File: config.mk
export PLATFORM = sky130hd
export DESIGN_NAME = blk_engine
export DESIGN_NICKNAME = d
export VERILOG_FILES = /design/src/design/blk_pkg.sv /design/src/design/mem_port_if.sv /design/src/design/ram.sv /design/src/design/addr_counter.sv /design/src/design/blk_ctrl.sv /design/src/design/blk_datapath.sv /design/src/design/blk_engine.sv
export SDC_FILE = /design/constraint.sdc
export NUM_CORES = 1
export LEC_CHECK = 0
export BUFFER_PORTS_ARGS = -buffer_cell sky130_fd_sc_hd__buf_2
export CORE_ASPECT_RATIO = 0.8
export CORE_MARGIN = 2
export CORE_UTILIZATION = 45
export DETAILED_ROUTE_END_ITERATION = 6
export SYNTH_ARGS = -nofsm -noshare
export SYNTH_HDL_FRONTEND = slang
export SYNTH_HIERARCHICAL = 1
export SYNTH_SLANG_ARGS = --single-unit
export TNS_END_PERCENT = 100
File: constraint.sdc
create_clock -name in_clk -period 5.21 [get_ports in_clk]
set_input_delay 0.2605 -clock in_clk [delete_from_list [all_inputs] [get_ports in_clk]]
set_output_delay 0.2605 -clock in_clk [all_outputs]
set_load 0.005 [all_outputs]
File: src/design/blk_pkg.sv
/*
 * shared definitions of the block-transfer engine
 *   memory sizes and port count
 *   address, word and length types
 *   opcode enum and controller state enum
 */

`default_nettype none

package blk_pkg;

	// memory geometry
	localparam int addr_bits = 4;
	localparam int word_bits = 8;
	localparam int num_words = 2 ** addr_bits;
	// port 0 reads, port 1 writes
	localparam int num_ports = 2;

	typedef logic [addr_bits - 1 : 0] addr_t;
	typedef logic [word_bits - 1 : 0] word_t;
	// one extra bit so a full-memory length fits
	typedef logic [addr_bits : 0] len_t;

	// host operations
	typedef enum logic [2 : 0] {
		op_write,
		op_read,
		op_fill,
		op_copy,
		op_sum
	} blk_op_t;

	// controller states
	typedef enum logic [1 : 0] {
		st_idle,
		st_run,
		st_drain,
		st_done
	} ctrl_state_t;

endpackage

`default_nettype wire

File: src/design/mem_port_if.sv
/*
 * interfaces of the block-transfer engine
 *   mem_port_if: one RAM port, enables, address and data
 *   seq_if: address sequencing between controller and counter
 */

`timescale 1ns/100ps
`default_nettype none

interface mem_port_if import blk_pkg::*; ();
	logic read_ena;
	logic write_ena;
	addr_t addr;
	word_t wdata;
	// registered read data, zero when not read
	word_t rdata;

	modport master(output read_ena, write_ena, addr, wdata, input rdata);
	modport mem(input read_ena, write_ena, addr, wdata, output rdata);
endinterface

interface seq_if import blk_pkg::*; ();
	logic load;
	logic step;
	addr_t src_addr;
	addr_t dst_addr;
	// final word of the range, or an empty range on load
	logic last;

	modport ctrl(output load, step, input last);
	modport count(input load, step, output src_addr, dst_addr, last);
	modport view(input src_addr, dst_addr);
endinterface

`default_nettype wire

File: src/design/ram.sv
/*
 * multi-port synchronous RAM
 *   one write and one registered read per port and clock
 *   read output is zero when the port does not read
 *   a read of the word written in the same cycle returns the old word
 */

`timescale 1ns/100ps
`default_nettype none

module ram #(
	parameter int num_ports = 2,
	parameter int addr_bits = 4,
	parameter int word_bits = 8,
	parameter int num_words = 2 ** addr_bits
) (
	input wire logic in_clk,
	input wire logic in_rst,
	mem_port_if.mem ports [num_ports]
);

	// port signals pulled out of the interface array
	logic [num_ports - 1 : 0] read_ena;
	logic [num_ports - 1 : 0] write_ena;
	logic [addr_bits - 1 : 0] addr [num_ports];
	logic [word_bits - 1 : 0] wdata [num_ports];

	// read data registers
	logic [word_bits - 1 : 0] rdata [num_ports];

	// storage, no reset
	logic [word_bits - 1 : 0] words [num_words];

	for (genvar p = 0; p < num_ports; p++) begin : gen_port
		assign read_ena[p] = ports[p].read_ena;
		assign write_ena[p] = ports[p].write_ena;
		assign addr[p] = ports[p].addr;
		assign wdata[p] = ports[p].wdata;
		assign ports[p].rdata = rdata[p];
	end

	// writes, each port on its own enable
	// higher port wins on an address clash
	always_ff @(posedge in_clk) begin
		for (int p = 0; p < num_ports; p++) begin
			if (write_ena[p]) begin
				words[addr[p]] <= wdata[p];
			end
		end
	end

	// registered reads
	always_ff @(posedge in_clk) begin
		if (in_rst) begin
			for (int p = 0; p < num_ports; p++) begin
				rdata[p] <= '0;
			end
		end else begin
			for (int p = 0; p < num_ports; p++) begin
				if (read_ena[p]) begin
					rdata[p] <= words[addr[p]];
				end else begin
					// idle port reads as zero
					rdata[p] <= '0;
				end
			end
		end
	end

endmodule

`default_nettype wire

File: src/design/addr_counter.sv
/*
 * address counter
 *   source and destination address, both wrapping
 *   remaining word count and the last-word flag
 */

`timescale 1ns/100ps
`default_nettype none

module addr_counter import blk_pkg::*; (
	input wire logic in_clk,
	input wire logic in_rst,
	seq_if.count seq,
	input wire addr_t in_addr_a,
	input wire addr_t in_addr_b,
	input wire len_t in_len
);

	addr_t src_addr;
	addr_t dst_addr;
	// words still to go, including the current one
	len_t count;

	always_ff @(posedge in_clk) begin
		if (in_rst) begin
			src_addr <= '0;
			dst_addr <= '0;
			count <= '0;
		end else if (seq.load) begin
			src_addr <= in_addr_a;
			dst_addr <= in_addr_b;
			count <= in_len;
		end else if (seq.step) begin
			// 4-bit adds wrap modulo the memory size
			src_addr <= src_addr + addr_t'(1);
			dst_addr <= dst_addr + addr_t'(1);
			if (count != '0) begin
				count <= count - len_t'(1);
			end
		end
	end

	assign seq.src_addr = src_addr;
	assign seq.dst_addr = dst_addr;

	// during load, flag an empty range straight from the host length
	// so the controller can skip the run phase
	// otherwise flag the final word of the range
	always_comb begin
		if (seq.load) begin
			seq.last = (in_len == '0);
		end else begin
			seq.last = (count <= len_t'(1));
		end
	end

endmodule

`default_nettype wire

File: src/design/blk_ctrl.sv
/*
 * engine controller
 *   idle, run, drain and done FSM
 *   per-opcode read, write, accumulate and capture strobes
 *   registered busy level and done pulse
 */

`timescale 1ns/100ps
`default_nettype none

module blk_ctrl import blk_pkg::*; (
	input wire logic in_clk,
	input wire logic in_rst,
	input wire logic in_start,
	input wire blk_op_t in_op,
	seq_if.ctrl seq,
	output logic rd_en,
	output logic wr_en,
	output logic acc_clear,
	output logic acc_add,
	output logic capture,
	output logic busy,
	output logic done
);

	ctrl_state_t state;
	ctrl_state_t state_next;

	// opcode of the running operation
	blk_op_t op_q;

	// read strobe delayed to line up with read data
	logic rd_q;

	// write and read touch a single word
	logic single_in;
	logic single_q;

	assign single_in = (in_op == op_write) || (in_op == op_read);
	assign single_q = (op_q == op_write) || (op_q == op_read);

	// start only counts in idle
	assign seq.load = (state == st_idle) && in_start;
	assign seq.step = (state == st_run);

	always_comb begin
		state_next = state;
		case (state)
			st_idle: begin
				if (in_start) begin
					// empty range goes straight to drain
					if (seq.last && !single_in) begin
						state_next = st_drain;
					end else begin
						state_next = st_run;
					end
				end
			end
			st_run: begin
				if (seq.last || single_q) begin
					state_next = st_drain;
				end
			end
			st_drain: begin
				state_next = st_done;
			end
			default: begin
				state_next = st_idle;
			end
		endcase
	end

	always_ff @(posedge in_clk) begin
		if (in_rst) begin
			state <= st_idle;
			op_q <= op_write;
			rd_q <= 1'b0;
			busy <= 1'b0;
			done <= 1'b0;
		end else begin
			state <= state_next;
			if (seq.load) begin
				op_q <= in_op;
			end
			rd_q <= rd_en;
			// flags follow the next state, so they line up with it
			busy <= (state_next == st_run) || (state_next == st_drain);
			done <= (state_next == st_done);
		end
	end

	// one read per run cycle for read, copy and sum
	assign rd_en = (state == st_run) &&
		((op_q == op_read) || (op_q == op_copy) || (op_q == op_sum));

	// write and fill write directly, copy one cycle behind its read
	assign wr_en = ((state == st_run) && ((op_q == op_write) || (op_q == op_fill))) ||
		(rd_q && (op_q == op_copy));

	// accumulator held at zero while idle
	assign acc_clear = (state == st_idle);
	assign acc_add = rd_q && (op_q == op_sum);

	// last read data or final sum is taken in drain
	assign capture = (state == st_drain) && ((op_q == op_read) || (op_q == op_sum));

endmodule

`default_nettype wire

File: src/design/blk_datapath.sv
/*
 * engine datapath
 *   read and write RAM port drive
 *   delayed destination address and write data select
 *   modulo-256 accumulator and result register
 */

`timescale 1ns/100ps
`default_nettype none

module blk_datapath import blk_pkg::*; (
	input wire logic in_clk,
	input wire logic in_rst,
	input wire logic in_start,
	input wire blk_op_t in_op,
	input wire word_t in_data,
	seq_if.view seq,
	input wire logic rd_en,
	input wire logic wr_en,
	input wire logic acc_clear,
	input wire logic acc_add,
	input wire logic capture,
	mem_port_if.master rd_port,
	mem_port_if.master wr_port,
	output word_t result
);

	blk_op_t op_q;
	word_t data_q;
	// destination one cycle behind, matches read latency
	addr_t dst_q;
	word_t acc;
	word_t acc_next;

	// host word and destination, payload only
	always_ff @(posedge in_clk) begin
		// acc_clear marks idle, so this is an accepted start
		if (in_start && acc_clear) begin
			data_q <= in_data;
		end
		dst_q <= seq.dst_addr;
	end

	// read port only reads
	assign rd_port.read_ena = rd_en;
	assign rd_port.write_ena = 1'b0;
	assign rd_port.addr = seq.src_addr;
	assign rd_port.wdata = '0;

	// write port only writes
	assign wr_port.read_ena = 1'b0;
	assign wr_port.write_ena = wr_en;
	assign wr_port.addr = (op_q == op_copy) ? dst_q : seq.dst_addr;
	assign wr_port.wdata = (op_q == op_copy) ? rd_port.rdata : data_q;

	// sum wraps at 8 bits
	assign acc_next = acc_add ? (acc + rd_port.rdata) : acc;

	always_ff @(posedge in_clk) begin
		if (in_rst) begin
			op_q <= op_write;
			acc <= '0;
			result <= '0;
		end else begin
			if (in_start && acc_clear) begin
				op_q <= in_op;
			end
			if (acc_clear) begin
				acc <= '0;
			end else begin
				acc <= acc_next;
			end
			// includes the final add of a sum
			if (capture) begin
				result <= (op_q == op_sum) ? acc_next : rd_port.rdata;
			end
		end
	end

endmodule

`default_nettype wire

File: src/design/blk_engine.sv
/*
 * block-transfer engine top level
 *   counter, controller, datapath and dual-port RAM
 *   plain host ports, interface wiring inside
 */

`timescale 1ns/100ps
`default_nettype none

module blk_engine import blk_pkg::*; (
	input wire logic in_clk,
	input wire logic in_rst,
	input wire logic in_start,
	input wire blk_op_t in_op,
	input wire addr_t in_addr_a,
	input wire addr_t in_addr_b,
	input wire len_t in_len,
	input wire word_t in_data,
	output logic out_busy,
	output logic out_done,
	output word_t out_result
);

	// controller strobes to the datapath
	logic rd_en;
	logic wr_en;
	logic acc_clear;
	logic acc_add;
	logic capture;

	seq_if seq ();
	// index 0 is the read port, 1 the write port
	mem_port_if mem_ports [num_ports] ();

	addr_counter u_cnt (
		.in_clk(in_clk),
		.in_rst(in_rst),
		.seq(seq),
		.in_addr_a(in_addr_a),
		.in_addr_b(in_addr_b),
		.in_len(in_len)
	);

	blk_ctrl u_ctrl (
		.in_clk(in_clk),
		.in_rst(in_rst),
		.in_start(in_start),
		.in_op(in_op),
		.seq(seq),
		.rd_en(rd_en),
		.wr_en(wr_en),
		.acc_clear(acc_clear),
		.acc_add(acc_add),
		.capture(capture),
		.busy(out_busy),
		.done(out_done)
	);

	blk_datapath u_dp (
		.in_clk(in_clk),
		.in_rst(in_rst),
		.in_start(in_start),
		.in_op(in_op),
		.in_data(in_data),
		.seq(seq),
		.rd_en(rd_en),
		.wr_en(wr_en),
		.acc_clear(acc_clear),
		.acc_add(acc_add),
		.capture(capture),
		.rd_port(mem_ports[0]),
		.wr_port(mem_ports[1]),
		.result(out_result)
	);

	ram #(
		.num_ports(num_ports),
		.addr_bits(addr_bits),
		.word_bits(word_bits),
		.num_words(num_words)
	) u_ram (
		.in_clk(in_clk),
		.in_rst(in_rst),
		.ports(mem_ports)
	);

endmodule

`default_nettype wire

### Yosys cells after proc, flatten, opt, wreduce, memory -nomap -nowiden

Memory sizes are Yosys's and may differ from the RTL's. A register that Yosys moved wholly into a read port is not among the register bits.
Cells that the tools add are included.

| cells by class | value |
|---|---|
| add/sub/neg operators | 4 |
| magnitude comparators | 1 |
| eq/ne operators | 10 |
| muxes and demuxes | 32 |
| bitwise gates (word level) | 3 |
| reduce and logical (&&, ||, !) cells | 26 |

Operators by type and width:

| operator | count |
|---|---|
| 8-bit two-way mux | 6 |
| 4-bit two-way mux | 7 |
| 5-bit two-way mux | 3 |
| 1-bit two-way mux | 12 |
| 1-bit logical OR | 9 |
| 4-bit by 1-bit adder with 4-bit output (second input constant) | 2 |
| 8-bit adder | 1 |
| 1-bit logical AND | 7 |
| 2-bit == test (second input constant) | 3 |
| 3-bit by 1-bit == test with 1-bit output (second input constant) | 2 |
| 3-bit by 2-bit == test with 1-bit output (second input constant) | 2 |
| 3-bit logical NOT | 2 |
| 2-bit two-way mux | 3 |
| 2-bit case mux with 3 select lines | 1 |
| 5-bit by 1-bit <= comparator with 1-bit output (second input constant) | 1 |
| 5-bit logical NOT | 1 |
| 5-bit nonzero test | 1 |
| 5-bit by 1-bit subtractor with 5-bit output (second input constant) | 1 |
| 2-bit by 1-bit == test with 1-bit output (second input constant) | 2 |
| 2-bit nonzero test | 2 |
| 3-bit == test (second input constant) | 1 |
| 1-bit OR | 3 |
| 2-bit logical NOT | 1 |
| 2-bit AND reduction | 1 |
| other kinds (2) | 2 |

| word-level totals | value |
|---|---|
| bits in registers | 49 |
| RAM bits | 144 |
| word-level logic and storage cells | 90 |
| memories | 2 |

Memory list:

| name | words | bits a word | read ports | clocked after Yosys merged registers in | write ports | RTL line | source |
|---|---|---|---|---|---|---|---|
| u_ram.words | 16 | 8 | 1 | 1 | 1 | ram.sv:32 | `logic [word_bits - 1 : 0] words [num_words];` |
| u_ram.rdata | 2 | 8 | 1 | 0 | 2 | ram.sv:29 | `logic [word_bits - 1 : 0] rdata [num_ports];` |

### Logic depth before layout (Yosys ltp)

| depth | value |
|---|---|
| word-level depth | 9 |
| mapped depth | 10 |
| gate-level depth less buffers | 9 |

### Hierarchy

The synthesis kept the hierarchy.

Modules (own cells, without submodules):

| module | instances | cells each | area each (sq um) | seq. area each (sq um) |
|---|---|---|---|---|
| ram | 1 | 601 | 8,501.9 | 4,244.1 |
| blk_datapath | 1 | 192 | 1,764.2 | 700.7 |
| addr_counter | 1 | 88 | 740.7 | 260.2 |
| blk_ctrl | 1 | 43 | 419.2 | 160.2 |

### Worst setup path after synthesis

No wires, ideal clock.

| timing | value |
|---|---|
| kind | reg-to-reg |
| start | reg u_dp.op_q[2] |
| end | mem u_ram.words[8][0] (enable) |
| library setup time | 0.384 ns |
| arrival time | 2.312 ns |
| data required time | 4.826 ns |
| path slack | 2.514 ns |
| cell stages (with the launch flop) | 9 |
| buffers on the path | 3 |
| clock period less this slack | 2.696 ns |
| cell sequence | dfxtp_1 -> nand3b_1 -> clkbuf_1 -> mux2_2 -> buf_4 -> nand3b_4 -> or3_1 -> buf_6 -> o21ai_0 |

RTL lines:

| what | RTL line | source |
|---|---|---|
| start: declaration | blk_datapath.sv:28 | `blk_op_t op_q;` |
| start signal: assignment | blk_datapath.sv:61 | `op_q <= op_write;` |
| start signal: assignment | blk_datapath.sv:66 | `op_q <= in_op;` |
| 3-bit by 2-bit == test with 1-bit output | n/a |  |
| 4-bit two-way mux | blk_datapath.sv:53 | `assign wr_port.addr = (op_q == op_copy) ? dst_q : seq.dst_addr;` |
| named net mem_ports[1].addr[2] | mem_port_if.sv:13 | `addr_t addr;` |
| end: declaration | ram.sv:32 |  |

The timed path passes the listed nets, and every way through them passes these cells.

### Worst setup path in the final report

| timing | value |
|---|---|
| start | reg u_ctrl.state[0] |
| end | mem u_ram.words[3][5] (enable) |

| between the ends | value |
|---|---|
| cells in the longest elaborated chain, start to end | 5 |

Ends and longest elaborated chain:

| what | RTL line | source |
|---|---|---|
| start: declaration | blk_ctrl.sv:26 | `ctrl_state_t state;` |
| start signal: assignment | blk_ctrl.sv:75 | `state <= st_idle;` |
| start signal: assignment | blk_ctrl.sv:81 | `state <= state_next;` |
| 2-bit by 1-bit == test with 1-bit output | blk_ctrl.sv:97 | `assign wr_en = ((state == st_run) && ((op_q == op_write) \|\| (op_q == op_fill))) \|\|` |
| 1-bit logical AND | blk_ctrl.sv:97 |  |
| 1-bit logical OR | blk_ctrl.sv:97 |  |
| named net wr_en | blk_engine.sv:26 | `logic wr_en;` |
| 1-bit two-way mux | ram.sv:46 | `if (write_ena[p]) begin` |
| 1-bit two-way mux (implied by the code) | ram.sv:47 | `words[addr[p]] <= wdata[p];` |

The timed path passes the listed nets, and every way through them passes these cells.

==> flow_metrics.env <==
export IMPL_worst_slack_ps=1980
export IMPL_p_int_mw=3.01
export IMPL_clk_path_buf_depth=2
export IMPL_p_sw_mw=1.43
export IMPL_relSlewSlack_pct=21.7
export IMPL_worstHoldPathType="input port to flop"
export IMPL_power_density_nw_per_um2=403
export IMPL_p_comb_share_pct=26.7
export IMPL_clock_sinks=188
export IMPL_vdd_drop_max_v=0.000214
export IMPL_grt_antenna_before_repair=0
export IMPL_gr_total_overflow=0
export IMPL_grt_max_degree=46
export IMPL_dieArea_um2=23700
export IMPL_setup_viol=0
export IMPL_drtIter0Drc=704
export IMPL_cts_tree="built"
export IMPL_p_clk_share_pct=28.9
export IMPL_dp_cells=1080
export IMPL_vias=6487
export IMPL_num_rows=49
export IMPL_portBuffers=36
export IMPL_drive_gt1_share_pct=34.7
export IMPL_skew_ps=17.4
export IMPL_final_antenna_net_count=0
export IMPL_switching_share_pct=32.2
export IMPL_ios=37
export IMPL_core_area_um2=22300
export IMPL_start_util_pct=45.4
export IMPL_period_needed_ps=3230
export IMPL_grt_setup_unrepaired="no"
export IMPL_htreeDepth=4
export IMPL_finalHoldViolCount=0
export IMPL_clock_latency_ps=430
export IMPL_power_leakage_nw=3.80
export IMPL_netlist_instances=791
export IMPL_tightest_slew_ps=1160
export IMPL_grt_pass1_vias=6621
export IMPL_dp_slack_ps=2030
export IMPL_dpl_hpwl_mm=17.1
export IMPL_cp_required_ps=5270
export IMPL_via_per_inst=5.80
export IMPL_clock_fmax_ghz=0.309
export IMPL_track_usage_pct=22.0
export IMPL_avgSynthCellArea_um2=12.8
export IMPL_grt_pass1_wl_mm=38.9
export IMPL_fin_util_pct=49.4
export IMPL_post_route_period_util_pct=62.0
export IMPL_status="completed"
export IMPL_crit_path_start_kind="flop"
export IMPL_r2r_slack_ps=1980
export IMPL_seqPwrFrac_pct=44.4
export IMPL_wl_mm=25.3
export IMPL_wl_per_cell_um=22.6
export IMPL_fill_cells=1965
export IMPL_drt_first_pass_iters=5
export IMPL_layout_nets=840
export IMPL_syn_to_final_growth_pct=8.85
export IMPL_cts_clk_slew_worst_paths_ps=70
export IMPL_clockRootBuffer="clkbuf_16"
export IMPL_arrival_ps=3290
export IMPL_place_congestion=0.880
export IMPL_fin_cells=1119
export IMPL_finalSetupTns_ps=0
export IMPL_slew_violations=0
export IMPL_die_y_um=138
export IMPL_postCtsSetupBuffers=0
export IMPL_diodes=0
export IMPL_netlist_area_um2=10100
export IMPL_fp_dieW_um=172
export IMPL_drv_cap=0
export IMPL_synth_warnings=6
export IMPL_cts_buffers=17
export IMPL_path_max_fanout=9
export IMPL_drc_errors=0
export IMPL_end_kind="flop"
export IMPL_crit_type="flop to flop"
through the flow:
stage	cell area [um^2]	hold slack (ps)	total power, mW
after floorplan	10200	359	2.89
after global placement	10400	414	3.11
after detailed placement	10400	419	3.15
after CTS	11000	1.40	4.44
after global routing	11000	1.81	4.65
final	11000	27.2	4.44
timing repair:
action	in CTS	in global routing
hold buffers	5	2
endpoints found under the hold margin	5	2
gates resized for setup	0	0
flip-flops by register name (all words and copies together), names as in the netlist:
signal              count
u_cnt/count             5
u_cnt/seq.dst_addr      4
u_cnt/seq.src_addr      4
u_ctrl/busy             1
u_ctrl/done             1
u_ctrl/op_q             3
u_ctrl/rd_q             1
u_ctrl/state            2
u_dp/acc                8
u_dp/data_q             8
u_dp/dst_q              4
u_dp/op_q               3
u_dp/result             8
u_ram/rdata             8
u_ram/words           128
per-layer routing:
metal	vias up	wire length [um]	GRT usage, %
met3	26	1720	5.01
met2	239	11700	33.4
li1	2972	-	-
met4	0	388	6.06
met5	-	0	0
met1	3250	11500	31.7
layout make-up:
type	instances	area, um^2	area share [%]
clock buffer	23	522	4.73
clock inverter	9	68.8	0.624
sequential	188	5210	47.2
multi-input combinational	530	4520	40.9
tap	306	383	3.47
timing repair buffer	46	273	2.47
inverter	17	63.8	0.578
worst max-delay path, stage by stage, from the launching register on:
cell and delay, ps:
dfxtp_1 570, nand2b_4 130, o21ai_0 150, nor2b_1 520
nor3b_2 380, nor2b_1 650, o21bai_1 450
path summary, 6_finish.rpt:
| kind | startpoint | to | cells past startpoint |
|---|---|---|---|
| min | in_data[4] | u_dp/data_q[4] | 1 |
| max | u_ctrl/state[0] | u_ram/words[3][5] | 6 |
| min reg2reg | u_cnt/seq.dst_addr[3] | u_dp/dst_q[3] | 0 |
| max reg2reg | u_ctrl/state[0] | u_ram/words[3][5] | 6 |
placed cells by master, fill, tap and decap left out, types with 16 or more instances in the layout:
cell       instances
conb_1            17
dfxtp_1           43
nor2_1            35
nand2_1           38
o22ai_1           30
inv_1             17
mux2_4            17
clkbuf_16         20
nand2b_1          23
buf_2             36
a21oi_1           16
edfxtp_1         144
mux2i_1           26
mux2_2           160
power groups by stage:
stage / sequential (mW) / clock [mW] / combinational [mW]
2_1_floorplan: 1.90 / 0 / 0.987
3_3_place_gp: 1.99 / 0 / 1.11
3_5_place_dp: 2.00 / 0 / 1.15
4_1_cts: 1.97 / 1.31 / 1.16
5_1_grt: 1.99 / 1.38 / 1.28
6_report: 1.97 / 1.28 / 1.19
No activity file was read; power rests on OpenSTA's default activity.
